==> src/include/dl_defs.svh <==
`ifndef DL_DEFS_SVH
`define DL_DEFS_SVH

// widths shared by the design and the testbench
`define WORD_W 32
`define BYTE_W 8
`define BUF_AW 8  // 256 staging words
`define FLASH_AW 23  // flash word address
`define SECTOR_W 5  // top address bits

`endif

==> src/verilog/dl_pkg.sv <==
package dl_pkg;

`include "dl_defs.svh"

	localparam int WORD_W = `WORD_W;
	localparam int BYTE_W = `BYTE_W;
	localparam int BUF_AW = `BUF_AW;
	localparam int FLASH_AW = `FLASH_AW;
	localparam int SECTOR_W = `SECTOR_W;

	localparam int BATCH_WORDS = 16;  // buffered program limit

	typedef logic [WORD_W-1:0] word_t;
	typedef logic [BYTE_W-1:0] byte_t;
	typedef logic [BUF_AW-1:0] buf_addr_t;
	typedef logic [BUF_AW:0] word_count_t;  // 1 to 256
	typedef logic [FLASH_AW-1:0] flash_addr_t;
	typedef logic [SECTOR_W-1:0] sector_t;

	typedef enum logic [1:0] {
		OP_RECEIVE = 2'd0,
		OP_ERASE = 2'd1,
		OP_PROGRAM = 2'd2,
		OP_DUMP = 2'd3
	} op_t;

	// address in the upper bits, data word below
	typedef logic [FLASH_AW+WORD_W-1:0] flash_req_t;

	localparam flash_addr_t UNLOCK_ADDR1 = 23'h555;
	localparam flash_addr_t UNLOCK_ADDR2 = 23'h2AA;

	localparam byte_t CMD_UNLOCK1 = 8'hAA;
	localparam byte_t CMD_UNLOCK2 = 8'h55;
	localparam byte_t CMD_ERASE_SETUP = 8'h80;
	localparam byte_t CMD_CHIP_ERASE = 8'h10;
	localparam byte_t CMD_WRITE_BUF = 8'h25;
	localparam byte_t CMD_CONFIRM = 8'h29;

endpackage

==> src/verilog/out_stage.sv <==
`timescale 1ns/1ns

module out_stage import dl_pkg::*; #(
	parameter type payload_t = byte_t
) (
	input logic clk_ctrl,
	input logic rst,
	input logic in_valid_i,
	output logic in_ready_o,
	input payload_t in_data_i,
	output logic out_valid_o,
	input logic out_ready_i,
	output payload_t out_data_o
);

	logic full;

	// free slot, or the held item leaves this cycle
	assign in_ready_o = ~full | out_ready_i;
	assign out_valid_o = full;

	always_ff @(posedge clk_ctrl) begin
		if (rst)
			full <= 1'b0;
		else if (in_ready_o)
			full <= in_valid_i;
	end

	always_ff @(posedge clk_ctrl) begin
		if (in_valid_i & in_ready_o)
			out_data_o <= in_data_i;
	end

endmodule

==> src/verilog/flash_cmd_seq.sv <==
`timescale 1ns/1ns

module flash_cmd_seq import dl_pkg::*; (
	input logic clk_ctrl,
	input logic rst,
	input logic start_erase_i,
	input logic start_prog_i,
	input word_count_t word_count_i,
	input sector_t sector_i,
	output buf_addr_t rd_addr_o,
	input word_t rd_data_i,
	output logic flash_valid_o,
	input logic flash_ready_i,
	output flash_addr_t flash_addr_o,
	output word_t flash_data_o,
	output logic finished_o
);

	typedef enum logic [3:0] {
		S_IDLE,
		S_ERASE,
		S_UNLOCK1,
		S_UNLOCK2,
		S_BUF_CMD,
		S_COUNT,
		S_WORDS,
		S_CONFIRM,
		S_DRAIN
	} state_t;

	state_t state;
	logic [2:0] step;  // erase write index
	word_count_t batch_base;  // first word of the batch
	word_count_t word_idx;  // word being read
	word_count_t remaining;
	word_count_t batch_n;
	flash_addr_t base_addr;
	flash_addr_t word_addr;
	logic push_valid;
	logic push_ready;
	flash_addr_t push_addr;
	word_t push_data;
	flash_req_t req_out;
	logic accept;

	assign remaining = word_count_i - batch_base;
	assign batch_n = (remaining > word_count_t'(BATCH_WORDS)) ?
		word_count_t'(BATCH_WORDS) : remaining;

	assign base_addr = {sector_i, (FLASH_AW-SECTOR_W)'(batch_base)};
	assign word_addr = {sector_i, (FLASH_AW-SECTOR_W)'(word_idx)};

	assign accept = push_valid & push_ready;

	// next word is addressed as soon as the current one is taken
	assign rd_addr_o = (state == S_WORDS && accept) ?
		buf_addr_t'(word_idx + 1'b1) : buf_addr_t'(word_idx);

	always_comb begin
		push_valid = 1'b0;
		push_addr = UNLOCK_ADDR1;
		push_data = '0;
		case (state)
			S_ERASE: begin
				push_valid = 1'b1;
				case (step)
					3'd0, 3'd3: push_data = word_t'(CMD_UNLOCK1);
					3'd1, 3'd4: begin
						push_addr = UNLOCK_ADDR2;
						push_data = word_t'(CMD_UNLOCK2);
					end
					3'd2: push_data = word_t'(CMD_ERASE_SETUP);
					default: push_data = word_t'(CMD_CHIP_ERASE);
				endcase
			end
			S_UNLOCK1: begin
				push_valid = 1'b1;
				push_data = word_t'(CMD_UNLOCK1);
			end
			S_UNLOCK2: begin
				push_valid = 1'b1;
				push_addr = UNLOCK_ADDR2;
				push_data = word_t'(CMD_UNLOCK2);
			end
			S_BUF_CMD: begin
				push_valid = 1'b1;
				push_addr = base_addr;
				push_data = word_t'(CMD_WRITE_BUF);
			end
			S_COUNT: begin
				push_valid = 1'b1;
				push_addr = base_addr;
				push_data = word_t'(batch_n - 1'b1);  // word count minus one
			end
			S_WORDS: begin
				push_valid = 1'b1;
				push_addr = word_addr;
				push_data = rd_data_i;
			end
			S_CONFIRM: begin
				push_valid = 1'b1;
				push_addr = base_addr;
				push_data = word_t'(CMD_CONFIRM);
			end
			default: ;
		endcase
	end

	always_ff @(posedge clk_ctrl) begin
		if (rst) begin
			state <= S_IDLE;
			step <= '0;
			batch_base <= '0;
			word_idx <= '0;
			finished_o <= 1'b0;
		end
		else begin
			finished_o <= 1'b0;
			case (state)
				S_IDLE: begin
					if (start_erase_i) begin
						state <= S_ERASE;
						step <= '0;
					end
					else if (start_prog_i) begin
						state <= S_UNLOCK1;
						batch_base <= '0;
						word_idx <= '0;
					end
				end
				S_ERASE: begin
					if (accept) begin
						step <= step + 3'd1;
						if (step == 3'd5)
							state <= S_DRAIN;
					end
				end
				S_UNLOCK1: if (accept) state <= S_UNLOCK2;
				S_UNLOCK2: if (accept) state <= S_BUF_CMD;
				S_BUF_CMD: if (accept) state <= S_COUNT;
				S_COUNT: if (accept) state <= S_WORDS;
				S_WORDS: begin
					if (accept) begin
						word_idx <= word_idx + 1'b1;
						if (word_idx + 1'b1 == batch_base + batch_n)
							state <= S_CONFIRM;
					end
				end
				S_CONFIRM: begin
					if (accept) begin
						batch_base <= word_idx;
						state <= (word_idx == word_count_i) ? S_DRAIN : S_UNLOCK1;
					end
				end
				S_DRAIN: begin
					if (!flash_valid_o) begin  // last write has left
						finished_o <= 1'b1;
						state <= S_IDLE;
					end
				end
				default: state <= S_IDLE;
			endcase
		end
	end

	out_stage #(.payload_t(flash_req_t)) req_stage (
		.clk_ctrl(clk_ctrl),
		.rst(rst),
		.in_valid_i(push_valid),
		.in_ready_o(push_ready),
		.in_data_i({push_addr, push_data}),
		.out_valid_o(flash_valid_o),
		.out_ready_i(flash_ready_i),
		.out_data_o(req_out)
	);

	assign {flash_addr_o, flash_data_o} = req_out;

endmodule

==> config.mk <==
export PLATFORM = sky130hd
export DESIGN_NAME = flash_cmd_seq
export DESIGN_NICKNAME = d
export VERILOG_FILES = /design/src/verilog/dl_pkg.sv /design/src/verilog/out_stage.sv /design/src/verilog/flash_cmd_seq.sv
export VERILOG_INCLUDE_DIRS = /design/src /design/src/include
export SDC_FILE = /design/constraint.sdc
export NUM_CORES = 1
export LEC_CHECK = 0
export BUFFER_PORTS_ARGS = -buffer_cell sky130_fd_sc_hd__clkbuf_2
export CORE_AREA = 2 2 102 104
export CTS_BUF_LIST = sky130_fd_sc_hd__clkbuf_16
export DETAILED_ROUTE_END_ITERATION = 8
export DIE_AREA = 0 0 104 106
export PLACE_DENSITY_LB_ADDON = 0.1
export SYNTH_ARGS = -nofsm -noshare
export SYNTH_HDL_FRONTEND = slang
export SYNTH_HIERARCHICAL = 1
export SYNTH_SLANG_ARGS = --single-unit
==> constraint.sdc <==
create_clock -name clk_ctrl -period 4 [get_ports clk_ctrl]
set_input_delay 0.4 -clock clk_ctrl [delete_from_list [all_inputs] [get_ports clk_ctrl]]
set_output_delay 0.4 -clock clk_ctrl [all_outputs]
set_load 0.005 [all_outputs]
* Word-level counts from Yosys, hierarchy flattened
Cells that the tools add are included.
** Word-level totals
- Register bits :: 82
- Word-level logic and storage cells :: 92
- Output and inout bits :: 65
- ROM bits :: 0
- Input port bits :: 51
- Memories :: 0
- RAM bits :: 0
- Latch bits :: 0
** Cells by class
- Mux-type cells :: 31
- Add/sub/neg operators :: 5
- Equal/unequal tests :: 29
- $mul :: 0
- Div/mod/pow operators :: 0
- Reductions and logical operators :: 15
- $lt $le $gt $ge :: 1
- Bitwise gates (word level) :: 4
- Shift-type cells :: 0
** Operators by type and width (number)
- one-hot mux 32 bit (7 select lines) :: 1
- one-hot mux 23 bit (4 select lines) :: 1
- 2-to-1 mux 4 bit :: 13
- 2-to-1 mux 9 bit :: 5
- one-hot mux 4 bit (9 select lines) :: 1
- one-hot mux 9 bit (2 select lines) :: 2
- != test 2 bit, second input constant :: 12
- one-hot mux 8 bit (3 select lines) :: 1
- == test 9 bit :: 2
- == test 4 x 3 -> 1 bit, second input constant :: 4
- 2-to-1 mux 11 bit :: 1
- AND reduction 11 bit :: 1
- subtractor 9 x 1 -> 10 bit, second input constant :: 1
- adder 9 x 1 -> 9 bit, second input constant :: 1
- adder 9 bit :: 1
- greater-than comparator 9 x 5 -> 1 bit, second input constant :: 1
- subtractor 9 bit :: 1
- == test 4 x 2 -> 1 bit, second input constant :: 2
- 2-to-1 mux 8 bit :: 1
- AND reduction 4 bit :: 2
- OR reduction 7 bit :: 1
- == test 3 x 2 -> 1 bit, second input constant :: 2
- == test 3 bit, second input constant :: 2
- 2-to-1 mux 3 bit :: 2
- 18 further kinds :: 24

* Depth between registers and ports, before layout
Gate-level depths: netlist of run 1.
- Word-level depth :: 8
- Gate-level depth with buffers :: 22
- Gate-level depth less buffers :: 22

* Hierarchy
The synthesis of run 1 kept the hierarchy.
** By module, submodules not included
- flash_cmd_seq :: area an instance 3051.7 sq um, times used 1, cells each 427, seq. area each 520.5 sq um
- out_stage :: area an instance 1706.6 sq um, times used 1, cells each 60, seq. area each 1671.6 sq um

* Worst setup path after synthesis of run 1
Ideal clock, no wire load.
- Path kind :: input-to-reg
- From :: in word_count_i[0]
- To :: reg state[0]
- Path slack :: -0.292 ns
- Data required time :: 3.916 ns
- Library setup time :: 0.084 ns
- Path buffers :: 0
- Stages :: 22
- Arrival time :: 4.207 ns
- Cell sequence :: inv_1 -> ha_1 -> inv_1 -> fa_1 -> a211oi_2 -> o21ai_0 -> xor2_1 -> nor3_1 -> nand4_1 -> or2_2 -> inv_1 -> nand2_1 -> fa_1 -> nor2b_1 -> o21ai_0 -> nand2b_1 -> a311oi_1 -> o21ai_0 -> xnor2_1 -> a2111oi_2 -> nand3_1 -> o31ai_2
** Between the ends
- Longest elaborated chain between the ends :: 7
** RTL lines
- from (decl) :: RTL line flash_cmd_seq.sv:8 : input word_count_t word_count_i,
- subtractor 9 bit * :: RTL line flash_cmd_seq.sv:46 : assign remaining = word_count_i - batch_base;
- greater-than comparator 9 x 5 -> 1 bit :: RTL line flash_cmd_seq.sv:47 : assign batch_n = (remaining > word_count_t'(BATCH_WORDS)) ?
- 2-to-1 mux 9 bit * :: RTL line flash_cmd_seq.sv:47
- adder 9 bit * :: RTL line flash_cmd_seq.sv:145 : if (word_idx + 1'b1 == batch_base + batch_n)
- == test 9 bit * :: RTL line flash_cmd_seq.sv:145
- != test 2 x 1 -> 1 bit (no source line) *
- AND reduction 11 bit (no source line) *
- to (signal assigned) :: RTL line flash_cmd_seq.sv:152 : state <= (word_idx == word_count_i) ? S_DRAIN : S_UNLOCK1;
- to (decl) :: RTL line flash_cmd_seq.sv:31 : state_t state;
Mark *: on every way between the ends. The rest lies on a longest branch, timed or not.
A chain may end at the register's enable or synchronous reset.

* Worst setup path after layout of run 1
- From :: reg batch_base[0]
- To :: reg state[0]
** Between the ends
- Longest elaborated chain between the ends :: 7
** RTL lines
- from (decl) :: RTL line flash_cmd_seq.sv:33 : word_count_t batch_base;
- from (signal assigned) :: RTL line flash_cmd_seq.sv:151 : batch_base <= word_idx;
- subtractor 9 bit :: RTL line flash_cmd_seq.sv:46
- greater-than comparator 9 x 5 -> 1 bit :: RTL line flash_cmd_seq.sv:47
- 2-to-1 mux 9 bit :: RTL line flash_cmd_seq.sv:47
- adder 9 bit * :: RTL line flash_cmd_seq.sv:145
- == test 9 bit * :: RTL line flash_cmd_seq.sv:145
- != test 2 x 1 -> 1 bit (no source line) *
- AND reduction 11 bit (no source line) *
Marked as above.

==> results of run 1 <==
## final cells by class
| type | instances | share of cell area [%] |
|---|---|---|
| clock buffers | 9 | 3.708 |
| clock inverters | 7 | 1.895 |
| inverters | 23 | 1.421 |
| multi-input cells | 364 | 40.54 |
| flip-flops and latches | 82 | 36.09 |
| well taps | 136 | 2.801 |
| repair buffers | 148 | 13.55 |
## what timing repair did
action | in CTS | in global routing
gates resized for setup | 2 | 5
setup buffers | 2 | 0
pin swaps | 3 | 2
setup endpoints to repair | 1 | 1
## routing by layer
metal | global-route usage (%) | share of wire, % | routed length, um | vias up
met4 | 9.170 | 2.8 | 334 | 0
met5 | 0 | 0 | 0 | -
met1 | 30.50 | 46 | 5439 | 1880
met2 | 35.24 | 46 | 5388 | 131
li1 | - | - | - | 2012
met3 | 4.047 | 5.1 | 594 | 26
## worst max-delay path, delay by kind of cell, from the launching register on
| kind | cells | cell delay (ps) |
|---|---|---|
| flops | 1 | 330 |
| xor+xnor | 2 | 270 |
| fa+ha+maj | 3 | 890 |
| buf+inv | 2 | 110 |
| compound gates | 7 | 1280 |
| simple gates | 7 | 1080 |
## worst min path at each step
stage,from,to
floorplan,rst,req_stage/out_valid_o
global placement,batch_base[3],batch_base[3]
finish,rd_data_i[22],req_stage/out_data_o[22]
CTS,rd_data_i[29],req_stage/out_data_o[29]
detailed placement,batch_base[2],batch_base[2]
global route,rd_data_i[29],req_stage/out_data_o[29]
## power by group through the flow
stage	logic (mW)	clock network, mW	registers [mW]
after floorplan	0.560	0	1.47
after global placement	1.00	0	1.48
after detailed placement	1.01	0	1.49
after CTS	1.02	0.957	1.47
after global routing	1.13	0.994	1.51
final	1.02	0.941	1.47
## state kept, by name, summed over array words and instances, names as in the netlist
signal / flops
req_stage/out_data_o: 55
batch_base: 9
word_idx: 9
state: 4
step: 3
finished_o: 1
req_stage/out_valid_o: 1
## placed cells by master, fill, tap and decap left out, types with 9 or more instances in the layout
cell	n
sky130_fd_sc_hd__a21oi_1	30
sky130_fd_sc_hd__xor2_1	10
sky130_fd_sc_hd__dfxtp_1	27
sky130_fd_sc_hd__clkbuf_2	115
sky130_fd_sc_hd__o21ai_0	31
sky130_fd_sc_hd__buf_4	33
sky130_fd_sc_hd__clkbuf_16	9
sky130_fd_sc_hd__nor2b_1	9
sky130_fd_sc_hd__edfxtp_1	55
sky130_fd_sc_hd__nor2_1	51
sky130_fd_sc_hd__nand3_1	9
sky130_fd_sc_hd__ha_1	21
sky130_fd_sc_hd__inv_1	23
sky130_fd_sc_hd__a22oi_1	10
sky130_fd_sc_hd__nand2_1	28
sky130_fd_sc_hd__xnor2_1	38
sky130_fd_sc_hd__a21o_1	26
sky130_fd_sc_hd__conb_1	10
## cells by family (layout without fill, tap and decap cells)
logic type	after synthesis	in the layout	share of synthesized area (%)
DFF	82	82	46.07
adders and majority gates	24	24	6.626
buffers and inverters	50	187	4.076
and+or+nand+nor	146	146	15.17
AOI/OAI and AO/OA	130	130	17.85
other	1	10	0.07881
xor gates and xnor gates	48	48	8.835
muxes	6	6	1.288
## per-stage QoR
stage / power [mW] / util (%) / area [um2] / cells
6_report: 3.427 / 60.75 / 6075 / 769
5_1_grt: 3.633 / 60.75 / 6075 / 769
4_1_cts: 3.451 / 60.52 / 6052 / 769
3_5_place_dp: 2.504 / 56.77 / 5677 / 751
3_3_place_gp: 2.483 / 56.77 / 5677 / 751
2_1_floorplan: 2.033 / - / 4806 / 496
## cells in the mapped netlist (all sizes together), types with 3 or more instances
library cell  number
o221ai             3
xor2              10
clkbuf            22
nor4               3
dfxtp             27
inv               23
nand2b             5
nor2              52
buf                5
a21o              26
nand3              9
edfxtp            55
a21oi             31
a31oi              3
or2                5
nor3               9
and2               7
nor2b              9
ha                22
mux2i              5
o21ai             33
or4                3
nand4              3
a22oi             10
xnor2             38
a211oi             4
o211ai             3
nand2             28
and3               6
==> results.md, run 1 <==
- **ordered cell list for the critical path** ha_1 -> inv_1 -> fa_2 -> a211oi_4 -> o21ai_0 -> o21ai_0 -> xnor2_1 -> nand4_1 -> or2_4 -> inv_1 -> nand2_1 -> fa_2 -> nor2b_1 -> o21ai_0 -> nand2b_1 -> xnor2_1 -> nor3_1 -> o311ai_1 -> a2111oi_2 -> nand3_1 -> o31ai_2
- **endpoint required time on the critical path** 4260 ps
- **antenna violations before repair** 0
- **peak supply drop** 433.6 uV
- **number of iterations in the first detailed-routing pass** 4
- **largest net degree at the start of global routing** 56
- **internal power** 2.332 mW
- **area of the mapped netlist** 0.004758 mm2
- **setup slack at placement** -318.1 ps
- **Area contributors post-synth** sky130_fd_sc_hd__edfxtp_1 35%, sky130_fd_sc_hd__dfxtp_1 11%, sky130_fd_sc_hd__xnor2_1 7.0%
- **HPWL Detailed** 8.746 mm
- **share of power burned in the clock network** 27.5%
- **data arrival at the endpoint of the critical path** 4320 ps
- **iteration-0 DRC count of the detailed router** 258
- **diode insertion count for antenna repair** 0
- **portion of the clock cycle consumed by the worst path in the final layout** 101.5%
- **final critical delay including setup and external delays** 4061 ps
- **Min-Delay Path Class** in -> reg
- **Die H** 106 um
- **clock buffers created by TritonCTS** 9
- **number of nets at the end of the flow** 703
- **highest fanout seen on the critical path** 4
- **Mapped Avg Cell Area** 9.771 um2
- **worst hold slack** 328.2 ps
- **capture instance of the worst register-to-register path** state[0]
- **sort of element at the start of the critical path** register
- **total count of hold-check failures in the final report** 0
- **worst-case clock buffer depth** 2
- **clock latency of the later-clocked register in the worst-skew pair** 340 ps
- **H-tree levels** 3
- **remaining global-route overflow** 0
- **number of maximum-capacitance constraint violations** 0
- **top cell type's share of synthesized area** 34.71%
- **beginning of the critical path** batch_base[0]
- **highest achievable clock rate** 0.2462 GHz
- **clock tree sinks** 82
- **total setup violations reported at the end of the flow** 1
- **proportion of layout cells with a drive suffix above 1** 29.07%
- **Synth Instances** 487
- **Largest stage delay, worst path** 370 ps
- **WHS Path Cells** 2
- **highest-delay cell along the critical path** sky130_fd_sc_hd__fa_2
- **switching power summed over all nets** 1.095 mW
- **vias** 4049
- **initial core utilization** 47.59%
- **tightest slew margin relative to the limit** 40.94%
- **root buf cell** sky130_fd_sc_hd__clkbuf_16
- **flop2flop setup slack** -60 ps
- **min setup slack post-route** -61.22 ps
- **number of warnings issued by yosys** 6
- **sequential fraction of the synthesis area** 46.07%
- **footprint of the multi-input gates** 0.002462 mm2
- **kind of critical path** reg -> reg
- **total leakage power** 2.720 nW
- **Tightest Pin Transition** 884.1 ps
- **average vias per placed instance** 5.265
- **clock tree from TritonCTS** done
- **area of the core region** 0.01000 mm2
- **violations in the final reports** negative setup slack
- **reg2reg start** batch_base[0]
- **I/O Pins** 116
- **share of total power consumed by net switching** 31.96%
- **first-pass GRT wire length** 19.54 mm
- **max-slew violations** 0
- **prevailing post-synth register cell** sky130_fd_sc_hd__edfxtp_1
- **setup repair after global routing missed its margin** yes
- **remaining antenna violation count** 0
- **Async SR Flop Fraction** 0%
- **status** complete, but fails checks
- **cell repeated most along the worst path** sky130_fd_sc_hd__o21ai_0
- **#FFs+latches synth** 82
- **capturing instance or port of the critical path** state[0]
- **detailed-route wire length** 11.76 mm
- **count of distinct cell types in the synthesized netlist** 57
- **area of the die** 0.01102 mm2
- **total negative slack** -61.22 ps
- **number of flops mapped to enable cells by yosys** 55
- **weighted congestion at the end of routability-driven global placement** 0.9198
- **horizontal die dimension** 104 um
- **sequential power share** 42.9%
- **growth of design area from synthesis to finish** 27.66%
- **average wire per standard cell** 15.29 um
- **clock transition time at the flip-flop clock pins of the worst setup and hold paths** 60 ps
- **All-Layer GR Usage** 22.34%
- **number of I/O port buffers** 115
- **num rows** 37
- **Cell Pwr Density** 564.2 mW/mm2
- **number of global-route vias before repair** 3858
- **post-route clock skew** 5.373 ps
- **worst r2r path cells** 21
- **drc violations** 0
- **fillers** 883
- **category of the worst setup path capture point** register
- **count of hold buffers inserted by post-cts repair** 0
- **power share of the combinational group** 29.7%
- **FF+latch area** 0.002192 mm2
- **biggest area consumer among synthesized cells** sky130_fd_sc_hd__edfxtp_1
No activity file was read; power rests on OpenSTA's default activity.
==> run 2: changes to the inputs <==
--- a/config.mk
+++ b/config.mk
@@ -11,6 +11,7 @@
 export CTS_BUF_LIST = sky130_fd_sc_hd__clkbuf_16
 export DETAILED_ROUTE_END_ITERATION = 8
 export DIE_AREA = 0 0 104 106
+export GPL_TIMING_DRIVEN = 0
 export PLACE_DENSITY_LB_ADDON = 0.1
 export SYNTH_ARGS = -nofsm -noshare
 export SYNTH_HDL_FRONTEND = slang
==> run 2 against run 1 <==
The run still ends with negative setup slack left. Combinational power grew 5%. Sequential power shrank 3%. Utilization shrank 1.6 points. Worst setup slack lost 240 ps. Critical path depth is the same. Total power shrank 4.7%. Critical path type unchanged. Critical endpoint unchanged.
==> results.md, run 2 (synthesized netlist as in run 1, its figures left out) <==
- **worst r2r path cells** 21
- **detailed-route wire length** 12.04 mm
- **data arrival at the endpoint of the critical path** 4550 ps
- **average wire per standard cell** 15.65 um
- **Min-Delay Path Class** in -> reg
- **Total Power Consumption** 3.265 mW
- **clock transition time at the flip-flop clock pins of the worst setup and hold paths** 70 ps
- **hold wc startpoint** rst
- **proportion of layout cells with a drive suffix above 1** 26.07%
- **flop2flop setup slack** -310 ps
- **leading registers by flop count** req_stage/out_data_o (55), batch_base (9), word_idx (9)
- **antenna violations before repair** 0
- **kind of critical path** reg -> reg
- **growth of design area from synthesis to finish** 24.27%
- **count of hold buffers inserted by post-cts repair** 0
- **total setup violations reported at the end of the flow** 1
- **min setup slack post-route** -305.2 ps
- **remaining antenna violation count** 0
- **highest fanout seen on the critical path** 6
- **number of global-route vias before repair** 3860
- **post-route clock skew** 11.92 ps
- **HPWL Detailed** 8.841 mm
- **peak supply drop** 380.0 uV
- **num rows** 37
- **diode insertion count for antenna repair** 0
- **max-slew violations** 0
- **final standard cell utilization of the core** 59.13%
- **setup repair after global routing missed its margin** yes
- **number of I/O port buffers** 115
- **horizontal die dimension** 104 um
- **worst-case clock buffer depth** 2
- **drc violations** 0
- **fillers** 882
- **category of the worst setup path capture point** register
- **vias** 4104
- **largest net degree at the start of global routing** 56
- **initial core utilization** 47.59%
- **capture instance of the worst register-to-register path** state[0]
- **Tightest Pin Transition** 837.9 ps
- **commonest cells after routing, fill and taps aside** 115 x sky130_fd_sc_hd__clkbuf_2, 55 x sky130_fd_sc_hd__edfxtp_1, 50 x sky130_fd_sc_hd__nor2_1
- **average vias per placed instance** 5.337
- **All-Layer GR Usage** 21.85%
- **root buf cell** sky130_fd_sc_hd__clkbuf_16
- **clock buffers created by TritonCTS** 9
- **weighted congestion at the end of routability-driven global placement** 0.8930
- **reg2reg start** batch_base[0]
- **final critical delay including setup and external delays** 4305 ps
- **leading cell type in the layout, fill and taps excluded** sky130_fd_sc_hd__clkbuf_2
- **Die H** 106 um
- **sort of element at the start of the critical path** register
- **clock tree from TritonCTS** done
- **area of the core region** 0.01000 mm2
- **number of iterations in the first detailed-routing pass** 5
- **total count of hold-check failures in the final report** 0
- **number of maximum-capacitance constraint violations** 0
- **violations in the final reports** negative setup slack
- **I/O Pins** 116
- **Cell Pwr Density** 552.1 mW/mm2
- **endpoint required time on the critical path** 4240 ps
- **iteration-0 DRC count of the detailed router** 296
- **portion of the clock cycle consumed by the worst path in the final layout** 107.6%
- **beginning of the critical path** batch_base[0]
- **WHS Path Cells** 2
- **max FFs per register** 55
- **highest achievable clock rate** 0.2323 GHz
- **total leakage power** 2.603 nW
- **clock tree sinks** 82
- **register with the most flip-flops** req_stage/out_data_o
- **capturing instance or port of the critical path** state[0]
- **area of the die** 0.01102 mm2
- **number of nets at the end of the flow** 703
- **clock latency of the later-clocked register in the worst-skew pair** 340 ps
- **remaining global-route overflow** 0
- **first-pass GRT wire length** 19.01 mm
- **status** complete, but fails checks
- **tightest slew margin relative to the limit** 44.14%
- **H-tree levels** 3
run 2: worst min path at each step:
stage	endpoint	slack (ps)
after floorplan	req_stage/out_valid_o	460
after global placement	batch_base[2]	510
after detailed placement	batch_base[2]	520
after CTS	req_stage/out_valid_o	220
after global routing	req_stage/out_valid_o	230
final	req_stage/out_valid_o	230
run 2: metrics by stage:
step | setup slack [ps] | hold slack [ps] | area [um2] | setup TNS, ps | cells
2_1_floorplan | 3.311 | 462.4 | 4806 | 0 | 496
3_3_place_gp | -872.6 | 513.0 | 5552 | -872.6 | 747
3_5_place_dp | -914.5 | 523.3 | 5552 | -914.5 | 747
4_1_cts | -200.4 | 223.3 | 5887 | -200.4 | 766
5_1_grt | -544.7 | 233.8 | 5913 | -544.7 | 769
6_report | -305.2 | 225.9 | 5913 | -305.2 | 769
run 2: what timing repair did:
| action | CTS | global route |
|---|---|---|
| buffers inserted | 3 | 3 |
| resized for setup | 11 | 3 |
| pin swaps | 6 | 5 |
| endpoints found under the setup margin | 1 | 1 |
run 2: final cells by class:
| type | count | area (um2) | share of cell area (%) |
|---|---|---|---|
| clock inverters | 7 | 45.04 | 0.7617 |
| well taps | 136 | 170.2 | 2.878 |
| clock buffers | 9 | 225.2 | 3.809 |
| multi-input cells | 364 | 2462 | 41.64 |
| plain buffers | 27 | 107.6 | 1.820 |
| repair buffers | 121 | 620.6 | 10.50 |
| flip-flops and latches | 82 | 2196 | 37.14 |
| inverters | 23 | 86.33 | 1.460 |
run 2: worst max-delay path, cell delays in order, from the launching register on:
cell                        delay (ps)
sky130_fd_sc_hd__dfxtp_4           380
sky130_fd_sc_hd__ha_4              140
sky130_fd_sc_hd__inv_1              50
sky130_fd_sc_hd__fa_2              370
sky130_fd_sc_hd__a211oi_4          320
sky130_fd_sc_hd__o21ai_1           140
sky130_fd_sc_hd__xor2_1            170
sky130_fd_sc_hd__nor3_2            150
sky130_fd_sc_hd__nand4_1           260
sky130_fd_sc_hd__or2_4             310
sky130_fd_sc_hd__inv_2              50
sky130_fd_sc_hd__nand2_1            60
sky130_fd_sc_hd__fa_2              350
sky130_fd_sc_hd__nor2b_1           120
sky130_fd_sc_hd__o21ai_1            60
sky130_fd_sc_hd__nand2b_1          140
sky130_fd_sc_hd__xnor2_1           100
sky130_fd_sc_hd__nor3_2            160
sky130_fd_sc_hd__o311ai_1          150
sky130_fd_sc_hd__a2111oi_2         320
sky130_fd_sc_hd__nand3_1           160
sky130_fd_sc_hd__o31ai_2           230
run 2: metal layers:
metal	wire length (um)	vias up	GRT usage, %	part of all wire [%]
met5	0	-	0	0
met4	134	0	6.467	1.1
met3	808	12	4.537	6.7
met2	5635	172	35.86	47
met1	5458	1908	29.32	45
li1	-	2012	-	-
run 2: report_power, final:
group / switching [mW] / total (mW) / leakage (nW) / internal (mW)
Clock: 0.348 / 0.767 / 0.127 / 0.418
Sequential: 0.100 / 1.43 / 0.742 / 1.33
Combinational: 0.681 / 1.07 / 1.73 / 0.388
Total: 1.13 / 3.26 / 2.60 / 2.14
==> run 3: changes to the inputs <==
--- a/config.mk
+++ b/config.mk
@@ -7,12 +7,13 @@
 export NUM_CORES = 1
 export LEC_CHECK = 0
 export BUFFER_PORTS_ARGS = -buffer_cell sky130_fd_sc_hd__clkbuf_2
-export CORE_AREA = 2 2 102 104
+export CORE_AREA = 10 10 110 112
 export CTS_BUF_LIST = sky130_fd_sc_hd__clkbuf_16
 export DETAILED_ROUTE_END_ITERATION = 8
-export DIE_AREA = 0 0 104 106
+export DIE_AREA = 0 0 120 122
 export GPL_TIMING_DRIVEN = 0
 export PLACE_DENSITY_LB_ADDON = 0.1
+export SKIP_LAST_GASP = 1
 export SYNTH_ARGS = -nofsm -noshare
 export SYNTH_HDL_FRONTEND = slang
 export SYNTH_HIERARCHICAL = 1
==> run 3 against run 2 <==
First-iteration DRC count is 6.1% higher. The run still ends with negative setup slack left. Critical path type unchanged. Worst setup slack better by 200 ps. Total power is 1.5% higher. Non-clock buffer count is 12 higher. Clock-buffer cell count stayed put. Largest power group unchanged. Utilization is 1.4 points higher. Wire length is 12% higher. Hold slack worse by 3.2 ps. Cell count is 1.6% higher. Combinational power is 4% higher. Critical endpoint unchanged. Sequential share of layout area is 0.98 points lower.
==> results.md, run 3 (synthesized netlist as in run 1, its figures left out) <==
- **max-slew violations** 0
- **reg2reg start** batch_base[0]
- **I/O Pins** 116
- **detailed-route wire length** 13.49 mm
- **antenna violations before repair** 0
- **clock latency of the later-clocked register in the worst-skew pair** 350 ps
- **final standard cell utilization of the core** 60.53%
- **highest-delay cell along the critical path** sky130_fd_sc_hd__fa_2
- **area of the die** 0.01464 mm2
- **first-pass GRT wire length** 21.38 mm
- **number of nets at the end of the flow** 715
- **Largest stage delay, worst path** 370 ps
- **min setup slack post-route** -100.7 ps
- **total buffers and inverters traversed by the critical path** 5
- **num rows** 37
- **data arrival at the endpoint of the critical path** 4350 ps
- **capture instance of the worst register-to-register path** state[0]
- **remaining global-route overflow** 0
- **highest achievable clock rate** 0.2439 GHz
- **horizontal die dimension** 120 um
- **terminating pin of the worst hold path** req_stage/out_valid_o
- **average vias per placed instance** 5.324
- **area of the core region** 0.01005 mm2
- **drc violations** 0
- **remaining antenna violation count** 0
- **portion of the clock cycle consumed by the worst path in the final layout** 102.5%
- **number of I/O port buffers** 115
- **clock transition time at the flip-flop clock pins of the worst setup and hold paths** 70 ps
- **number of iterations in the first detailed-routing pass** 5
- **cell area after placement** 0.005552 mm2
- **All-Layer GR Usage** 18.04%
- **vias** 4158
- **clock tree from TritonCTS** done
- **leading cell type in the layout, fill and taps excluded** sky130_fd_sc_hd__clkbuf_2
- **final critical delay including setup and external delays** 4101 ps
- **worst-case clock buffer depth** 2
- **root buf cell** sky130_fd_sc_hd__clkbuf_16
- **Cell Pwr Density** 545.1 mW/mm2
- **post-route clock skew** 11.89 ps
- **total count of hold-check failures in the final report** 0
- **iteration-0 DRC count of the detailed router** 314
- **setup slack at placement** -790.0 ps
- **status** complete, but fails checks
- **average wire per standard cell** 17.27 um
- **flop2flop setup slack** -100 ps
- **register with the most flip-flops** req_stage/out_data_o
- **Tightest Pin Transition** 791.2 ps
- **violations in the final reports** negative setup slack
- **weighted congestion at the end of routability-driven global placement** 0.8940
- **total leakage power** 2.676 nW
- **leading registers by flop count** req_stage/out_data_o (55), batch_base (9), word_idx (9)
- **WP depth** 21
- **worst r2r path cells** 21
- **total setup violations reported at the end of the flow** 1
- **ordered cell list for the critical path** ha_4 -> inv_1 -> fa_2 -> buf_4 -> xor2_1 -> nor3b_2 -> a21o_1 -> nand4_1 -> buf_6 -> or2_4 -> inv_2 -> nand2_2 -> fa_2 -> buf_4 -> xnor2_2 -> xnor2_1 -> nor3_2 -> o311ai_2 -> a2111oi_2 -> nand3_1 -> o31ai_2
- **growth of design area from synthesis to finish** 27.79%
- **highest fanout seen on the critical path** 5
- **tightest slew margin relative to the limit** 47.25%
- **sort of element at the start of the critical path** register
- **initial core utilization** 47.37%
- **Total Power Consumption** 3.314 mW
- **Min-Delay Path Class** in -> reg
- **clock tree sinks** 82
- **largest net degree at the start of global routing** 56
- **Top delay family on crit path** simple AND/OR/NAND/NOR gates
- **category of the worst setup path capture point** register
- **number of global-route vias before repair** 4169
- **total negative slack** -100.7 ps
- **number of maximum-capacitance constraint violations** 0
- **kind of critical path** reg -> reg
- **endpoint required time on the critical path** 4250 ps
- **max FFs per register** 55
- **diode insertion count for antenna repair** 0
- **setup repair after global routing missed its margin** yes
- **clock buffers created by TritonCTS** 9
- **commonest cells after routing, fill and taps aside** 115 x sky130_fd_sc_hd__clkbuf_2, 55 x sky130_fd_sc_hd__edfxtp_1, 51 x sky130_fd_sc_hd__nor2_1
- **H-tree levels** 3
- **Die H** 122 um
- **WHS Path Cells** 2
- **proportion of layout cells with a drive suffix above 1** 29.46%
- **peak supply drop** 288.1 uV
- **HPWL Detailed** 10.17 mm
- **final non-filler cell area** 0.006081 mm2
- **hold wc startpoint** rst
[run 3: cell count changes in the layout (fill, tap and decap cells not counted), moves of 2 or more]
cell / delta
sky130_fd_sc_hd__ha_1: -4
sky130_fd_sc_hd__ha_4: +3
sky130_fd_sc_hd__dfxtp_2: +2
sky130_fd_sc_hd__dfxtp_1: -2
sky130_fd_sc_hd__clkinv_1: -2
sky130_fd_sc_hd__buf_4: +11
[run 3: timing repair]
action / CTS / global route
gates cloned: 0 / 0
endpoints found under the setup margin: 1 / 1
buffers inserted: 14 / 4
resized for setup: 14 / 12
hold buffers: 0 / 0
pin swaps: 15 / 12
[run 3: per-stage QoR]
step / hold slack, ps / std cells
floorplan: 462.4 / 496
global placement: 514.8 / 747
detailed placement: 524.7 / 747
CTS: 214.6 / 777
global route: 223.4 / 781
finish: 222.8 / 781
[run 3: worst max-delay path by stage]
stage / end / from
after global placement: state[0] / word_count_i[0]
after floorplan: state[0] / word_count_i[0]
final: state[0] / batch_base[0]
after global routing: state[0] / batch_base[5]
after CTS: state[0] / batch_base[0]
after detailed placement: state[0] / word_count_i[0]
[run 3: area by class of cell]
cell class	count	area (um2)
Timing Repair Buffer	133	714.4
Tap cell	136	170.2
Fill cell	882	3965
Buffer	27	107.6
Multi-Input combinational cell	364	2527
Inverter	23	86.33
Clock inverter	7	51.30
Clock buffer	9	225.2
Sequential cell	82	2198
[run 3: metal layers]
layer | GRT usage [%] | part of all wire [%] | vias up
li1 | - | - | 2042
met1 | 23.32 | 47 | 1968
met2 | 27.99 | 44 | 132
met3 | 5.874 | 7.4 | 16
met4 | 6.033 | 1.6 | 0
met5 | 0 | 0 | -
[run 3: power breakdown]
group	leakage (nW)	total, mW	switching, mW	internal, mW
Clock	0.132	0.770	0.347	0.423
Sequential	0.743	1.44	0.106	1.33
Combinational	1.80	1.11	0.707	0.402
Total	2.68	3.31	1.16	2.15
